--- src/common/ddr3_pkg.sv ---
package ddr3_pkg;

  // DDR3 commands as {RAS#, CAS#, WE#}
  localparam logic [2:0] CMD_NOOP = 3'b111;
  localparam logic [2:0] CMD_ACTV = 3'b011;
  localparam logic [2:0] CMD_READ = 3'b101;
  localparam logic [2:0] CMD_PREC = 3'b010;
  localparam logic [2:0] CMD_REFR = 3'b001;

  // geometry of a 1Gb x16 part
  localparam int DDR_ROW_BITS  = 13;
  localparam int DDR_COL_BITS  = 10;
  localparam int DDR_BANK_BITS = 3;

  // BL8 drops the low three column bits, so 13 + 3 + 7 address bits remain
  localparam int BURST_COL_BITS = DDR_COL_BITS - 3;
  localparam int ADDR_BITS      = DDR_ROW_BITS + DDR_BANK_BITS + BURST_COL_BITS;

  // auto-precharge flag in the column address
  localparam int AP_BIT = 10;

  localparam int DATA_BITS   = 32;
  localparam int REQ_ID_BITS = 4;

  localparam logic [1:0] RESP_OKAY = 2'b00;

  // one command on the DDL bus
  typedef struct packed {
    logic                     req;
    logic [2:0]               cmd;
    logic [DDR_BANK_BITS-1:0] ba;
    logic [DDR_ROW_BITS-1:0]  adr;
  } ddr3_cmd_t;

  // AXI read address, burst-aligned
  typedef struct packed {
    logic [REQ_ID_BITS-1:0] id;
    logic [ADDR_BITS-1:0]   addr;
    logic [7:0]             len;
    logic [1:0]             burst;
  } axi_ar_t;

  // AXI read beat
  typedef struct packed {
    logic [DATA_BITS-1:0]   data;
    logic [REQ_ID_BITS-1:0] id;
    logic [1:0]             resp;
    logic                   last;
  } axi_r_t;

  // read beat from the DDL
  typedef struct packed {
    logic [DATA_BITS-1:0] data;
    logic                 last;
  } ddl_r_t;

  // address layout is {row, bank, col}
  function automatic logic [DDR_ROW_BITS-1:0] addr_row(input logic [ADDR_BITS-1:0] addr);
    return addr[ADDR_BITS-1 -: DDR_ROW_BITS];
  endfunction

  function automatic logic [DDR_BANK_BITS-1:0] addr_bank(input logic [ADDR_BITS-1:0] addr);
    return addr[BURST_COL_BITS +: DDR_BANK_BITS];
  endfunction

  // column address for READ, with the auto-precharge flag
  function automatic logic [DDR_ROW_BITS-1:0] col_adr(input logic [ADDR_BITS-1:0] addr,
                                                      input logic ap);
    logic [DDR_ROW_BITS-1:0] adr;
    adr = '0;
    adr[DDR_COL_BITS-1:0] = {addr[BURST_COL_BITS-1:0], 3'b000};
    adr[AP_BIT] = ap;
    return adr;
  endfunction

endpackage

--- src/ddr3_bypass/ddr3_bypass.sv ---
`timescale 1ns/1ps
module ddr3_bypass #(
  parameter bit BYPASS_ENABLE = 1'b1
) (
  input  logic                 clock,
  input  logic                 reset,

  // fast read port
  input  ddr3_pkg::axi_ar_t    byp_ar_i,
  input  logic                 byp_arvalid_i,
  output logic                 byp_arready_o,

  output ddr3_pkg::axi_r_t     byp_r_o,
  output logic                 byp_rvalid_o,
  input  logic                 byp_rready_i,

  // controller side of the link
  input  ddr3_pkg::ddr3_cmd_t  ctl_cmd_i,
  output logic                 ctl_rdy_o,

  output ddr3_pkg::ddl_r_t     ctl_r_o,
  output logic                 ctl_rvalid_o,
  input  logic                 ctl_rready_i,

  // DDL side of the link
  output ddr3_pkg::ddr3_cmd_t  ddl_cmd_o,
  input  logic                 ddl_rdy_i,

  input  ddr3_pkg::ddl_r_t     ddl_r_i,
  input  logic                 ddl_rvalid_i,
  output logic                 ddl_rready_o
);

  typedef enum logic [2:0] {
    ST_IDLE, ST_PREC, ST_ACTV, ST_READ, ST_DATA, ST_REACT
  } state_t;

  state_t                               state;

  // row the controller believes is open
  logic                                 open_q;
  logic [ddr3_pkg::DDR_BANK_BITS-1:0]   open_ba;
  logic [ddr3_pkg::DDR_ROW_BITS-1:0]    open_row;
  logic                                 ctl_rd_pend;

  // captured fast request
  logic [ddr3_pkg::REQ_ID_BITS-1:0]     id_q;
  logic [ddr3_pkg::ADDR_BITS-1:0]       addr_q;
  logic                                 ap_q;
  logic                                 miss_q;

  logic                                 accept;
  logic                                 own;
  logic                                 ctl_take;
  logic                                 byp_take;
  logic                                 same_bank;
  logic                                 req_hit;
  logic                                 req_miss;
  logic                                 fast_out;
  logic                                 byp_last;
  ddr3_pkg::ddr3_cmd_t                  byp_cmd;

  // no output buffer, so rready must already be high when a read is taken
  // wait until the controller has no read data in flight
  assign byp_arready_o = BYPASS_ENABLE && state == ST_IDLE && byp_rready_i && !ctl_rd_pend;
  assign accept        = byp_arvalid_i & byp_arready_o;

  // the bus is ours from the accept cycle until the sequence ends
  assign own       = (state != ST_IDLE) | accept;
  assign ctl_rdy_o = ddl_rdy_i & ~own;
  assign ddl_cmd_o = own ? byp_cmd : ctl_cmd_i;

  assign ctl_take = ctl_cmd_i.req & ctl_rdy_o;
  assign byp_take = byp_cmd.req & ddl_rdy_i;

  // idle, hit or miss against the tracked row
  assign same_bank = open_q && ddr3_pkg::addr_bank(byp_ar_i.addr) == open_ba;
  assign req_hit   = same_bank && ddr3_pkg::addr_row(byp_ar_i.addr) == open_row;
  assign req_miss  = same_bank && ddr3_pkg::addr_row(byp_ar_i.addr) != open_row;

  // bypass command for the current step
  always_comb begin
    byp_cmd     = '0;
    byp_cmd.cmd = ddr3_pkg::CMD_NOOP;
    case (state)
      ST_PREC: begin
        byp_cmd.req = 1'b1;
        byp_cmd.cmd = ddr3_pkg::CMD_PREC;
        byp_cmd.ba  = ddr3_pkg::addr_bank(addr_q);
      end
      ST_ACTV: begin
        byp_cmd.req = 1'b1;
        byp_cmd.cmd = ddr3_pkg::CMD_ACTV;
        byp_cmd.ba  = ddr3_pkg::addr_bank(addr_q);
        byp_cmd.adr = ddr3_pkg::addr_row(addr_q);
      end
      ST_READ: begin
        byp_cmd.req = 1'b1;
        byp_cmd.cmd = ddr3_pkg::CMD_READ;
        byp_cmd.ba  = ddr3_pkg::addr_bank(addr_q);
        byp_cmd.adr = ddr3_pkg::col_adr(addr_q, ap_q);
      end
      ST_REACT: begin
        // restore the row the controller had open
        byp_cmd.req = 1'b1;
        byp_cmd.cmd = ddr3_pkg::CMD_ACTV;
        byp_cmd.ba  = open_ba;
        byp_cmd.adr = open_row;
      end
      default: ;
    endcase
  end

  always_ff @(posedge clock or posedge reset) begin
    if (reset) begin
      state  <= ST_IDLE;
      ap_q   <= 1'b0;
      miss_q <= 1'b0;
    end else begin
      case (state)
        ST_IDLE: begin
          if (accept) begin
            // a hit leaves the row open, the others close it again
            ap_q   <= ~req_hit;
            miss_q <= req_miss;
            state  <= req_hit ? ST_READ : (req_miss ? ST_PREC : ST_ACTV);
          end
        end
        ST_PREC: if (byp_take) state <= ST_ACTV;
        ST_ACTV: if (byp_take) state <= ST_READ;
        ST_READ: if (byp_take) state <= ST_DATA;
        ST_DATA: begin
          if (byp_last) begin
            state <= miss_q ? ST_REACT : ST_IDLE;
          end
        end
        ST_REACT: if (byp_take) state <= ST_IDLE;
        default: state <= ST_IDLE;
      endcase
    end
  end

  always_ff @(posedge clock) begin
    if (accept) begin
      id_q   <= byp_ar_i.id;
      addr_q <= byp_ar_i.addr;
    end
  end

  // only controller commands move the tracker
  // the bypass always leaves the bank as it found it
  always_ff @(posedge clock or posedge reset) begin
    if (reset) begin
      open_q <= 1'b0;
    end else if (ctl_take) begin
      case (ctl_cmd_i.cmd)
        ddr3_pkg::CMD_ACTV: open_q <= 1'b1;
        ddr3_pkg::CMD_PREC: open_q <= 1'b0;
        ddr3_pkg::CMD_READ: if (ctl_cmd_i.adr[ddr3_pkg::AP_BIT]) open_q <= 1'b0;
        default: ;
      endcase
    end
  end

  always_ff @(posedge clock) begin
    if (ctl_take && ctl_cmd_i.cmd == ddr3_pkg::CMD_ACTV) begin
      open_ba  <= ctl_cmd_i.ba;
      open_row <= ctl_cmd_i.adr;
    end
  end

  // controller READ outstanding until its last beat is taken
  always_ff @(posedge clock or posedge reset) begin
    if (reset) begin
      ctl_rd_pend <= 1'b0;
    end else if (ctl_take && ctl_cmd_i.cmd == ddr3_pkg::CMD_READ) begin
      ctl_rd_pend <= 1'b1;
    end else if (ctl_rvalid_o && ctl_rready_i && ddl_r_i.last) begin
      ctl_rd_pend <= 1'b0;
    end
  end

  // DDL beats belong to the fast port only in DATA
  assign fast_out = (state == ST_DATA);
  assign byp_last = byp_rvalid_o & byp_rready_i & ddl_r_i.last;

  assign byp_r_o = '{data: ddl_r_i.data, id: id_q, resp: ddr3_pkg::RESP_OKAY,
                     last: ddl_r_i.last};
  assign byp_rvalid_o = fast_out & ddl_rvalid_i;

  assign ctl_r_o      = ddl_r_i;
  assign ctl_rvalid_o = ~fast_out & ddl_rvalid_i;

  assign ddl_rready_o = fast_out ? byp_rready_i : ctl_rready_i;

endmodule

--- src/ddr3_read_ctrl.sv ---
`timescale 1ns/1ps
module ddr3_read_ctrl #(
  parameter int DDR_FREQ_MHZ = 400
) (
  input  logic                 clock,
  input  logic                 reset,

  input  ddr3_pkg::axi_ar_t    slow_ar_i,
  input  logic                 slow_arvalid_i,
  output logic                 slow_arready_o,

  output ddr3_pkg::axi_r_t     slow_r_o,
  output logic                 slow_rvalid_o,
  input  logic                 slow_rready_i,

  output ddr3_pkg::ddr3_cmd_t  ctl_cmd_o,
  input  logic                 ctl_rdy_i,

  input  ddr3_pkg::ddl_r_t     ctl_r_i,
  input  logic                 ctl_rvalid_i,
  output logic                 ctl_rready_o
);

  // tRP and tRCD are 13.75 ns, rounded up to whole clocks
  localparam int TRP_CYCLES  = (DDR_FREQ_MHZ * 14 + 999) / 1000;
  localparam int TRCD_CYCLES = (DDR_FREQ_MHZ * 14 + 999) / 1000;

  typedef enum logic [2:0] {ST_IDLE, ST_PREC, ST_ACTV, ST_READ, ST_DATA} state_t;

  state_t                               state;
  logic [3:0]                           wait_q;
  logic                                 open_q;
  logic [ddr3_pkg::DDR_BANK_BITS-1:0]   open_ba;
  logic [ddr3_pkg::DDR_ROW_BITS-1:0]    open_row;
  ddr3_pkg::axi_ar_t                    ar_q;
  logic                                 accept;
  logic                                 hit;
  logic                                 cmd_take;
  logic                                 last_take;

  // one request at a time, so ready only while idle
  assign slow_arready_o = (state == ST_IDLE) & slow_arvalid_i;
  assign accept         = slow_arvalid_i & slow_arready_o;

  // same bank and row as the one left open
  assign hit = open_q && ddr3_pkg::addr_bank(slow_ar_i.addr) == open_ba &&
               ddr3_pkg::addr_row(slow_ar_i.addr) == open_row;

  assign cmd_take  = ctl_cmd_o.req & ctl_rdy_i;
  assign last_take = slow_rvalid_o & slow_rready_i & ctl_r_i.last;

  // command for the current state, held back while a timing wait runs
  always_comb begin
    ctl_cmd_o     = '0;
    ctl_cmd_o.cmd = ddr3_pkg::CMD_NOOP;
    case (state)
      ST_PREC: begin
        ctl_cmd_o.req = (wait_q == 4'd0);
        ctl_cmd_o.cmd = ddr3_pkg::CMD_PREC;
        ctl_cmd_o.ba  = open_ba;
      end
      ST_ACTV: begin
        ctl_cmd_o.req = (wait_q == 4'd0);
        ctl_cmd_o.cmd = ddr3_pkg::CMD_ACTV;
        ctl_cmd_o.ba  = ddr3_pkg::addr_bank(ar_q.addr);
        ctl_cmd_o.adr = ddr3_pkg::addr_row(ar_q.addr);
      end
      ST_READ: begin
        ctl_cmd_o.req = (wait_q == 4'd0);
        ctl_cmd_o.cmd = ddr3_pkg::CMD_READ;
        ctl_cmd_o.ba  = ddr3_pkg::addr_bank(ar_q.addr);
        // row stays open afterwards
        ctl_cmd_o.adr = ddr3_pkg::col_adr(ar_q.addr, 1'b0);
      end
      default: ;
    endcase
  end

  always_ff @(posedge clock or posedge reset) begin
    if (reset) begin
      state  <= ST_IDLE;
      wait_q <= 4'd0;
      open_q <= 1'b0;
    end else begin
      if (wait_q != 4'd0) begin
        wait_q <= wait_q - 4'd1;
      end
      case (state)
        ST_IDLE: begin
          if (accept) begin
            state <= hit ? ST_READ : (open_q ? ST_PREC : ST_ACTV);
          end
        end
        ST_PREC: begin
          if (cmd_take) begin
            state  <= ST_ACTV;
            wait_q <= 4'(TRP_CYCLES);
            open_q <= 1'b0;
          end
        end
        ST_ACTV: begin
          if (cmd_take) begin
            state  <= ST_READ;
            wait_q <= 4'(TRCD_CYCLES);
            open_q <= 1'b1;
          end
        end
        ST_READ: begin
          if (cmd_take) begin
            state <= ST_DATA;
          end
        end
        ST_DATA: begin
          if (last_take) begin
            state <= ST_IDLE;
          end
        end
        default: state <= ST_IDLE;
      endcase
    end
  end

  // request and open-row payload
  always_ff @(posedge clock) begin
    if (accept) begin
      ar_q <= slow_ar_i;
    end
    if (state == ST_ACTV && cmd_take) begin
      open_ba  <= ddr3_pkg::addr_bank(ar_q.addr);
      open_row <= ddr3_pkg::addr_row(ar_q.addr);
    end
  end

  // beats pass straight through, tagged with the request id
  assign slow_r_o = '{data: ctl_r_i.data, id: ar_q.id, resp: ddr3_pkg::RESP_OKAY,
                      last: ctl_r_i.last};
  assign slow_rvalid_o = (state == ST_DATA) & ctl_rvalid_i;
  assign ctl_rready_o  = (state == ST_DATA) & slow_rready_i;

endmodule

--- src/ddr3_read_top.sv ---
`timescale 1ns/1ps
module ddr3_read_top #(
  parameter int DDR_FREQ_MHZ  = 400,
  parameter bit BYPASS_ENABLE = 1'b1
) (
  input  logic                 clock,
  input  logic                 reset,

  // slow AXI read port
  input  ddr3_pkg::axi_ar_t    slow_ar_i,
  input  logic                 slow_arvalid_i,
  output logic                 slow_arready_o,
  output ddr3_pkg::axi_r_t     slow_r_o,
  output logic                 slow_rvalid_o,
  input  logic                 slow_rready_i,

  // fast AXI read port
  input  ddr3_pkg::axi_ar_t    byp_ar_i,
  input  logic                 byp_arvalid_i,
  output logic                 byp_arready_o,
  output ddr3_pkg::axi_r_t     byp_r_o,
  output logic                 byp_rvalid_o,
  input  logic                 byp_rready_i,

  // DDL link
  output ddr3_pkg::ddr3_cmd_t  ddl_cmd_o,
  input  logic                 ddl_rdy_i,
  input  ddr3_pkg::ddl_r_t     ddl_r_i,
  input  logic                 ddl_rvalid_i,
  output logic                 ddl_rready_o
);

  // controller to bypass
  ddr3_pkg::ddr3_cmd_t ctl_cmd;
  logic                ctl_rdy;
  ddr3_pkg::ddl_r_t    ctl_r;
  logic                ctl_rvalid;
  logic                ctl_rready;

  ddr3_read_ctrl #(
    .DDR_FREQ_MHZ(DDR_FREQ_MHZ)
  ) u_ctrl (
    .clock         (clock),
    .reset         (reset),
    .slow_ar_i     (slow_ar_i),
    .slow_arvalid_i(slow_arvalid_i),
    .slow_arready_o(slow_arready_o),
    .slow_r_o      (slow_r_o),
    .slow_rvalid_o (slow_rvalid_o),
    .slow_rready_i (slow_rready_i),
    .ctl_cmd_o     (ctl_cmd),
    .ctl_rdy_i     (ctl_rdy),
    .ctl_r_i       (ctl_r),
    .ctl_rvalid_i  (ctl_rvalid),
    .ctl_rready_o  (ctl_rready)
  );

  ddr3_bypass #(
    .BYPASS_ENABLE(BYPASS_ENABLE)
  ) u_bypass (
    .clock        (clock),
    .reset        (reset),
    .byp_ar_i     (byp_ar_i),
    .byp_arvalid_i(byp_arvalid_i),
    .byp_arready_o(byp_arready_o),
    .byp_r_o      (byp_r_o),
    .byp_rvalid_o (byp_rvalid_o),
    .byp_rready_i (byp_rready_i),
    .ctl_cmd_i    (ctl_cmd),
    .ctl_rdy_o    (ctl_rdy),
    .ctl_r_o      (ctl_r),
    .ctl_rvalid_o (ctl_rvalid),
    .ctl_rready_i (ctl_rready),
    .ddl_cmd_o    (ddl_cmd_o),
    .ddl_rdy_i    (ddl_rdy_i),
    .ddl_r_i      (ddl_r_i),
    .ddl_rvalid_i (ddl_rvalid_i),
    .ddl_rready_o (ddl_rready_o)
  );

endmodule

--- config.mk ---
export PLATFORM = sky130hd
export DESIGN_NAME = ddr3_read_top
export DESIGN_NICKNAME = d
export VERILOG_FILES = /design/src/common/ddr3_pkg.sv /design/src/ddr3_bypass/ddr3_bypass.sv /design/src/ddr3_read_ctrl.sv /design/src/ddr3_read_top.sv
export SDC_FILE = /design/constraint.sdc
export NUM_CORES = 1
export LEC_CHECK = 0
export ABC_CLOCK_PERIOD_IN_PS = 8500
export BUFFER_PORTS_ARGS = -buffer_cell sky130_fd_sc_hd__buf_2
export CELL_PAD_IN_SITES_DETAIL_PLACEMENT = 1
export CELL_PAD_IN_SITES_GLOBAL_PLACEMENT = 1
export CORE_MARGIN = 2
export CORE_UTILIZATION = 40
export CTS_CLUSTER_SIZE = 20
export DETAILED_ROUTE_END_ITERATION = 8
export PLACE_DENSITY_LB_ADDON = 0.1
export SLEW_MARGIN = 5
export SYNTH_ARGS = -nofsm -noshare
export SYNTH_HDL_FRONTEND = slang
export SYNTH_HIERARCHICAL = 1
export SYNTH_SLANG_ARGS = --single-unit
--- constraint.sdc ---
create_clock -name clock -period 8.5 [get_ports clock]
set_input_delay 1.7 -clock clock [delete_from_list [all_inputs] [get_ports clock]]
set_output_delay 1.7 -clock clock [all_outputs]
set_load 0.02 [all_outputs]
==> reports/results.ini, run 1 <==
[sta]
setup_tns_ns = 0
skew_ns = 0.00892
tightest_slew_ns = 1.15
hold_slack_ns = 0.444
relSlewSlack_pct = 23.0
setup_viol = 0
rsz0062_at_grt = false
hold_viol_final = 0
maxSlewViolCount = 0
finalCritPeriodShare_pct = 56.2
fmax_ghz = 0.209
period_minus_slack_ns = 4.77

[logic_synthesis]
netlist_top_cells_area = edfxtp_1 48%, buf_4 15%, dfrtp_1 7.0%, xor2_1 4.1%, nor2_1 1.8%
ys_ff_latch = 101
syn_area_per_cell_um2 = 12.3
synth_area_leader_cell = edfxtp_1
synth.distinct_cells = 53
ys_async_sr_fraction_pct = 14.9
synth_edf_count = 86
synthCells = 435
yosysTopAreaCellShare_pct = 48.4
synth-seq-area-share_pct = 55.4
synth_warnings = 6
netlist_top_cells_count = 108 x buf_4, 86 x edfxtp_1, 26 x nor2_1, 25 x xor2_1, 19 x inv_1
synth.most_common_cell = buf_4
synth_area_mm2 = 0.00534
synth_ff_type = edfxtp_1

[power]
p_sw_mw = 0.562
swShare_pct = 35.8
p_per_area_mw_per_mm2 = 284
p_int_mw = 1.01
pwr-share-seq_pct = 40.3
vdd_ir_drop_max_uv = 113
power_frac_comb_pct = 32.9
clkPwrFrac_pct = 26.8
p_leak_nw = 2.20

[hold_path]
hold_path.class = reg -> reg
hold_end = u_ctrl/open_row[2]$_DFFE_PP_
holdCritStartpoint = u_ctrl/ar_q[22]$_DFFE_PP_
hold_depth = 0

[clock_tree]
cts_num_sinks = 101
postCtsSetupRepairBufs = 0
clk_pin_slew_ns = 0.07
holdBufCountCts = 0
htreeDepth = 3
clk_latency_ns = 0.34
cts_tree = done
numCtsBuffers = 9
clk_path_buf_depth = 2
cts_resized = 0
root_buffer = clkbuf_16

[outcome]
status = completed

[route]
detail-route-antenna-nets = 0
wirelength_um = 11700
firstDrtPassIters = 4
num_vias = 3035
wl_per_cell_um = 19.1
drt-vias-per-instance = 4.98
drc_errors = 0
drtIter0Drc = 189

[critical_path]
worstPathRequired_ns = 6.80
regToRegSetupSlack_ns = 6.01
crit_start = byp_rready_i
arrival_ns = 3.07
rr_worst_depth = 7
worst_path_most_repeated_cell = buf_2
reg2reg_to = u_ctrl/open_row[11]$_DFFE_PP_
crit_path_top_delay_cell = buf_4
crit_path_start_kind = input pin
crit_type = in -> out
end_kind = primary output
cp_max_fo = 25
crit_chain = buf_2, nor2b_4, a2111oi_4, buf_4, a222oi_1, inv_1, buf_2
worstReg2RegStart = u_bypass/state[2]$_DFFE_PP0P_
slowest_delay_ns = 0.34

[place]
dp_cells = 594
placed_area_mm2 = 0.00523
post-dp-hpwl_um = 8820
place.gp.congestion = 0.782
io_buffers = 97

[finish]
final_cells = 610
syn_to_final_growth_pct = 3.66
layout-drive-gt1-share_pct = 30.9
fin_area_mm2 = 0.00553
fin_nets = 546
diodes = 0

[floorplanning]
coreArea_mm2 = 0.0131
die_area_mm2 = 0.0143
ioPinCount = 218
die_y_um = 120
start_util_pct = 40.6
placementRows = 42
die_w_um = 120

[grt]
grt_first_pass_wirelength_um = 18000
antenna_found_initial = 0
grt_pass1_vias = 3316
track_usage_pct = 16.6
grt_max_degree = 29
grt.overflow.total = 0

[job]
maxCapViolCount = 0

-- metal layers --
metal / wire length (um) / global-route usage [%] / vias up / part of all wire (%)
met1: 4870 / 21.0 / 1460 / 42
li1: - / - / 1435 / -
met3: 765 / 3.94 / 42 / 6.6
met4: 338 / 6.69 / 0 / 2.9
met5: 0 / 0 / - / 0
met2: 5680 / 27.3 / 98 / 49
-- cells in the final DEF, fill, tap and decap left out, drive strengths merged, types with 9 or more instances in the layout --
cell	instances
xor2	25
clkbuf	9
dfrtp	15
nor2	26
xnor2	11
and2	10
edfxtp	86
inv	24
mux2i	9
nand2	11
a221o	9
buf	102
-- flip-flops by register name, summed over array words and instances, names as in the netlist --
| name | count |
|---|---|
| u_bypass/open_q | 1 |
| u_bypass/miss_q | 1 |
| u_bypass/addr_q | 23 |
| u_ctrl/open_q | 1 |
| u_ctrl/open_ba | 3 |
| u_bypass/ap_q | 1 |
| u_bypass/open_ba | 3 |
| u_ctrl/wait_q | 4 |
| u_bypass/id_q | 4 |
| u_bypass/ctl_rd_pend | 1 |
| u_ctrl/state | 3 |
| u_bypass/open_row | 13 |
| u_ctrl/slow_r_o | 4 |
| u_bypass/state | 3 |
| u_ctrl/ar_q | 23 |
| u_ctrl/open_row | 13 |
-- cell families after synthesis --
group | Yosys count | share of synthesized area [%]
compound gates | 57 | 8.98
xor+xnor | 36 | 5.91
fa+ha+maj | 2 | 0.469
buf+inv | 142 | 17.8
flops | 101 | 55.4
mux | 10 | 1.90
other cells | 2 | 0.141
simple gates | 85 | 9.36
-- cell type report --
class	count	area, um^2
inverter	21	78.8
clock inverter	7	80.1
timing repair buffer	102	523
fill	1435	7610
sequential	101	2960
tap	176	220
multi-input combinational	194	1450
clock buffer	9	225
-- worst max-delay path by stage --
stage	to	slack, ns	cells past startpoint
2_1_floorplan	slow_arready_o	1.70	1
3_3_place_gp	ddl_cmd_o[2]	3.70	7
3_5_place_dp	ddl_cmd_o[2]	3.71	7
4_1_cts	ddl_cmd_o[2]	3.71	7
5_1_grt	ddl_cmd_o[2]	3.65	7
6_report	ddl_cmd_o[2]	3.73	7
-- critical path: cells and delay by family --
kind	cells	cell delay (ns)
AND/OR/NAND/NOR	1	0.13
buffers and inverters	4	0.74
AO/OA/AOI/OAI	2	0.50
-- stage by stage --
| stage | setup slack [ns] | util [%] | total power [mW] |
|---|---|---|---|
| 3_3_place_gp | 3.70 | 39.8 | 1.16 |
| 2_1_floorplan | 1.70 | - | 1.06 |
| 4_1_cts | 3.71 | 42.1 | 1.59 |
| 6_report | 3.73 | 42.1 | 1.57 |
| 5_1_grt | 3.65 | 42.1 | 1.66 |
| 3_5_place_dp | 3.71 | 39.8 | 1.17 |
-- power by group through the flow --
stage                     Combinational, mW  Clock (mW)  Sequential (mW)
after floorplan                       0.437           0            0.618
after global placement                0.517           0            0.642
after detailed placement              0.525           0            0.644
after CTS                             0.527       0.432            0.633
after global routing                  0.571       0.448            0.640
final                                 0.517       0.420            0.633
Power figures use the tool's default switching activity.
==> run 2: changes to the inputs <==
--- a/config.mk
+++ b/config.mk
@@ -5,12 +5,12 @@
 export SDC_FILE = /design/constraint.sdc
 export NUM_CORES = 1
 export LEC_CHECK = 0
-export ABC_CLOCK_PERIOD_IN_PS = 8500
+export ABC_CLOCK_PERIOD_IN_PS = 4700
 export BUFFER_PORTS_ARGS = -buffer_cell sky130_fd_sc_hd__buf_2
 export CELL_PAD_IN_SITES_DETAIL_PLACEMENT = 1
 export CELL_PAD_IN_SITES_GLOBAL_PLACEMENT = 1
 export CORE_MARGIN = 2
-export CORE_UTILIZATION = 40
+export CORE_UTILIZATION = 37
 export CTS_CLUSTER_SIZE = 20
 export DETAILED_ROUTE_END_ITERATION = 8
 export PLACE_DENSITY_LB_ADDON = 0.1
==> constraint.sdc (replaced) <==
create_clock -name clock -period 4.7 [get_ports clock]
set_input_delay 0.94 -clock clock [delete_from_list [all_inputs] [get_ports clock]]
set_output_delay 0.94 -clock clock [all_outputs]
set_load 0.02 [all_outputs]
==> run 2 against run 1 <==
Net effect: non-clock buffer count did not move; global-route usage fell by 0.61 points; routed wire length rose by 2.5%; clock skew fell by 0.0051 ns; combinational power rose by 73%; largest cell class unchanged; largest power group unchanged; highest routed layer unchanged.
==> reports/results.ini, run 2 (same netlist as run 1, synthesis figures left out) <==
[outcome]
status = completed

[finish]
layout_common_cells = 97 x buf_2, 86 x edfxtp_1, 26 x nor2_1
fillers = 1487
layout_commonest_cell = buf_2
reg.largest.list = u_bypass/addr_q: 23 flops, u_ctrl/ar_q: 23 flops
syn_to_final_growth_pct = 3.45
layout-drive-gt1-share_pct = 30.3
fin_nets = 546
final_cells = 613
diodes = 0

[route]
firstDrtPassIters = 4
wirelength_um = 11900
num_vias = 3041
drtIter0Drc = 160
detail-route-antenna-nets = 0
drt-vias-per-instance = 4.96
drc_errors = 0
wl_per_cell_um = 19.5

[power]
p_leak_nw = 2.19
p_per_area_mw_per_mm2 = 508
vdd_ir_drop_max_uv = 201

[floorplanning]
die_w_um = 124
ioPinCount = 218
placementRows = 43
die_y_um = 124
die_area_mm2 = 0.0154
start_util_pct = 38.1
coreArea_mm2 = 0.0140

[grt]
grt_max_degree = 29
grt.overflow.total = 0
antenna_found_initial = 0
grt_pass1_vias = 3199
track_usage_pct = 15.9
grt_first_pass_wirelength_um = 18000

[clock_tree]
postCtsSetupRepairBufs = 0
numCtsBuffers = 9
clk_pin_slew_ns = 0.07
cts_resized = 0
root_buffer = clkbuf_16
clk_path_buf_depth = 2
clk_latency_ns = 0.34
holdBufCountCts = 0
cts_tree = done
cts_num_sinks = 101
htreeDepth = 3

[critical_path]
rr_worst_depth = 7
reg2reg_to = u_ctrl/open_row[5]$_DFFE_PP_
slowest_delay_ns = 1.09
worstReg2RegStart = u_bypass/state[0]$_DFFE_PP0P_
worstPathRequired_ns = 3.76
regToRegSetupSlack_ns = 1.88
crit_type = reg -> out
crit_start = u_bypass/state[0]$_DFFE_PP0P_
crit_path_start_kind = flip-flop
end_kind = primary output
crit_chain = nor2_1, a222oi_1, inv_1, buf_2
crit_path_top_delay_cell = dfrtp_1
arrival_ns = 2.50
cp_max_fo = 25

[sta]
relSlewSlack_pct = 22.3
hold_slack_ns = 0.442
maxSlewViolCount = 0
finalCritPeriodShare_pct = 73.3
tightest_slew_ns = 1.16
setup_tns_ns = 0
setup_viol = 0
rsz0062_at_grt = false
hold_viol_final = 0
skew_ns = 0.00386
period_minus_slack_ns = 3.44
fmax_ghz = 0.290

[hold_path]
holdCritStartpoint = u_ctrl/ar_q[22]$_DFFE_PP_
hold_depth = 0
hold_path.class = reg -> reg
hold_end = u_ctrl/open_row[2]$_DFFE_PP_

[place]
place.gp.congestion = 0.779
post-dp-hpwl_um = 8880
dp_cells = 598
io_buffers = 97

[job]
maxCapViolCount = 0

-- run 2: cell count changes in the layout (fill, tap and decap cells not counted), sizes merged --
| cell | delta |
|---|---|
| inv | -3 |
| clkinv | +2 |
-- run 2: final cells by class --
cell class | count | area, um^2 | share of cell area [%]
flip-flops and latches | 101 | 2960 | 53.6
inverters | 21 | 78.8 | 1.43
clock inverters | 6 | 55.1 | 0.997
well taps | 180 | 225 | 4.08
clock buffers | 9 | 225 | 4.08
repair buffers | 102 | 523 | 9.47
multi-input cells | 194 | 1460 | 26.4
-- run 2: worst max-delay path by stage --
stage / to / cells after the start
finish: ddl_cmd_o[12] / 4
global route: ddl_cmd_o[18] / 5
CTS: ddl_cmd_o[12] / 4
detailed placement: ddl_cmd_o[2] / 7
global placement: ddl_cmd_o[2] / 7
floorplan: slow_arready_o / 1
-- run 2: power by group --
part	internal, mW	leakage (nW)	switching, mW
registers	1.06	0.957	0.129
clock network	0.405	0.136	0.318
logic	0.343	1.09	0.551
total	1.81	2.19	0.998
-- run 2: metrics by stage --
| step | power [mW] | instance area (um^2) | setup slack, ns | util (%) |
|---|---|---|---|---|
| final | 2.80 | 5520 | 1.26 | 39.5 |
| after global routing | 2.98 | 5520 | 1.00 | 39.5 |
| after CTS | 2.86 | 5520 | 1.17 | 39.5 |
| after detailed placement | 2.12 | 5240 | 1.41 | 37.5 |
| after global placement | 2.10 | 5240 | 1.42 | 37.5 |
| after floorplan | 1.91 | 5350 | 0.951 | - |
-- run 2: worst max-delay path: cells and delay by family (launching register included) --
family,cells,cell delay [ns]
buffers and inverters,2,0.24
and+or+nand+nor,1,0.37
DFF,1,1.09
AOI/OAI and AO/OA,1,0.46
-- run 2: metal layers --
layer / GRT usage [%] / share of wire (%) / vias to the layer above
li1: - / - / 1428
met1: 21.1 / 45 / 1496
met2: 24.6 / 46 / 74
met3: 3.62 / 5.4 / 43
met4: 7.94 / 3.7 / 0
met5: 0 / 0 / -
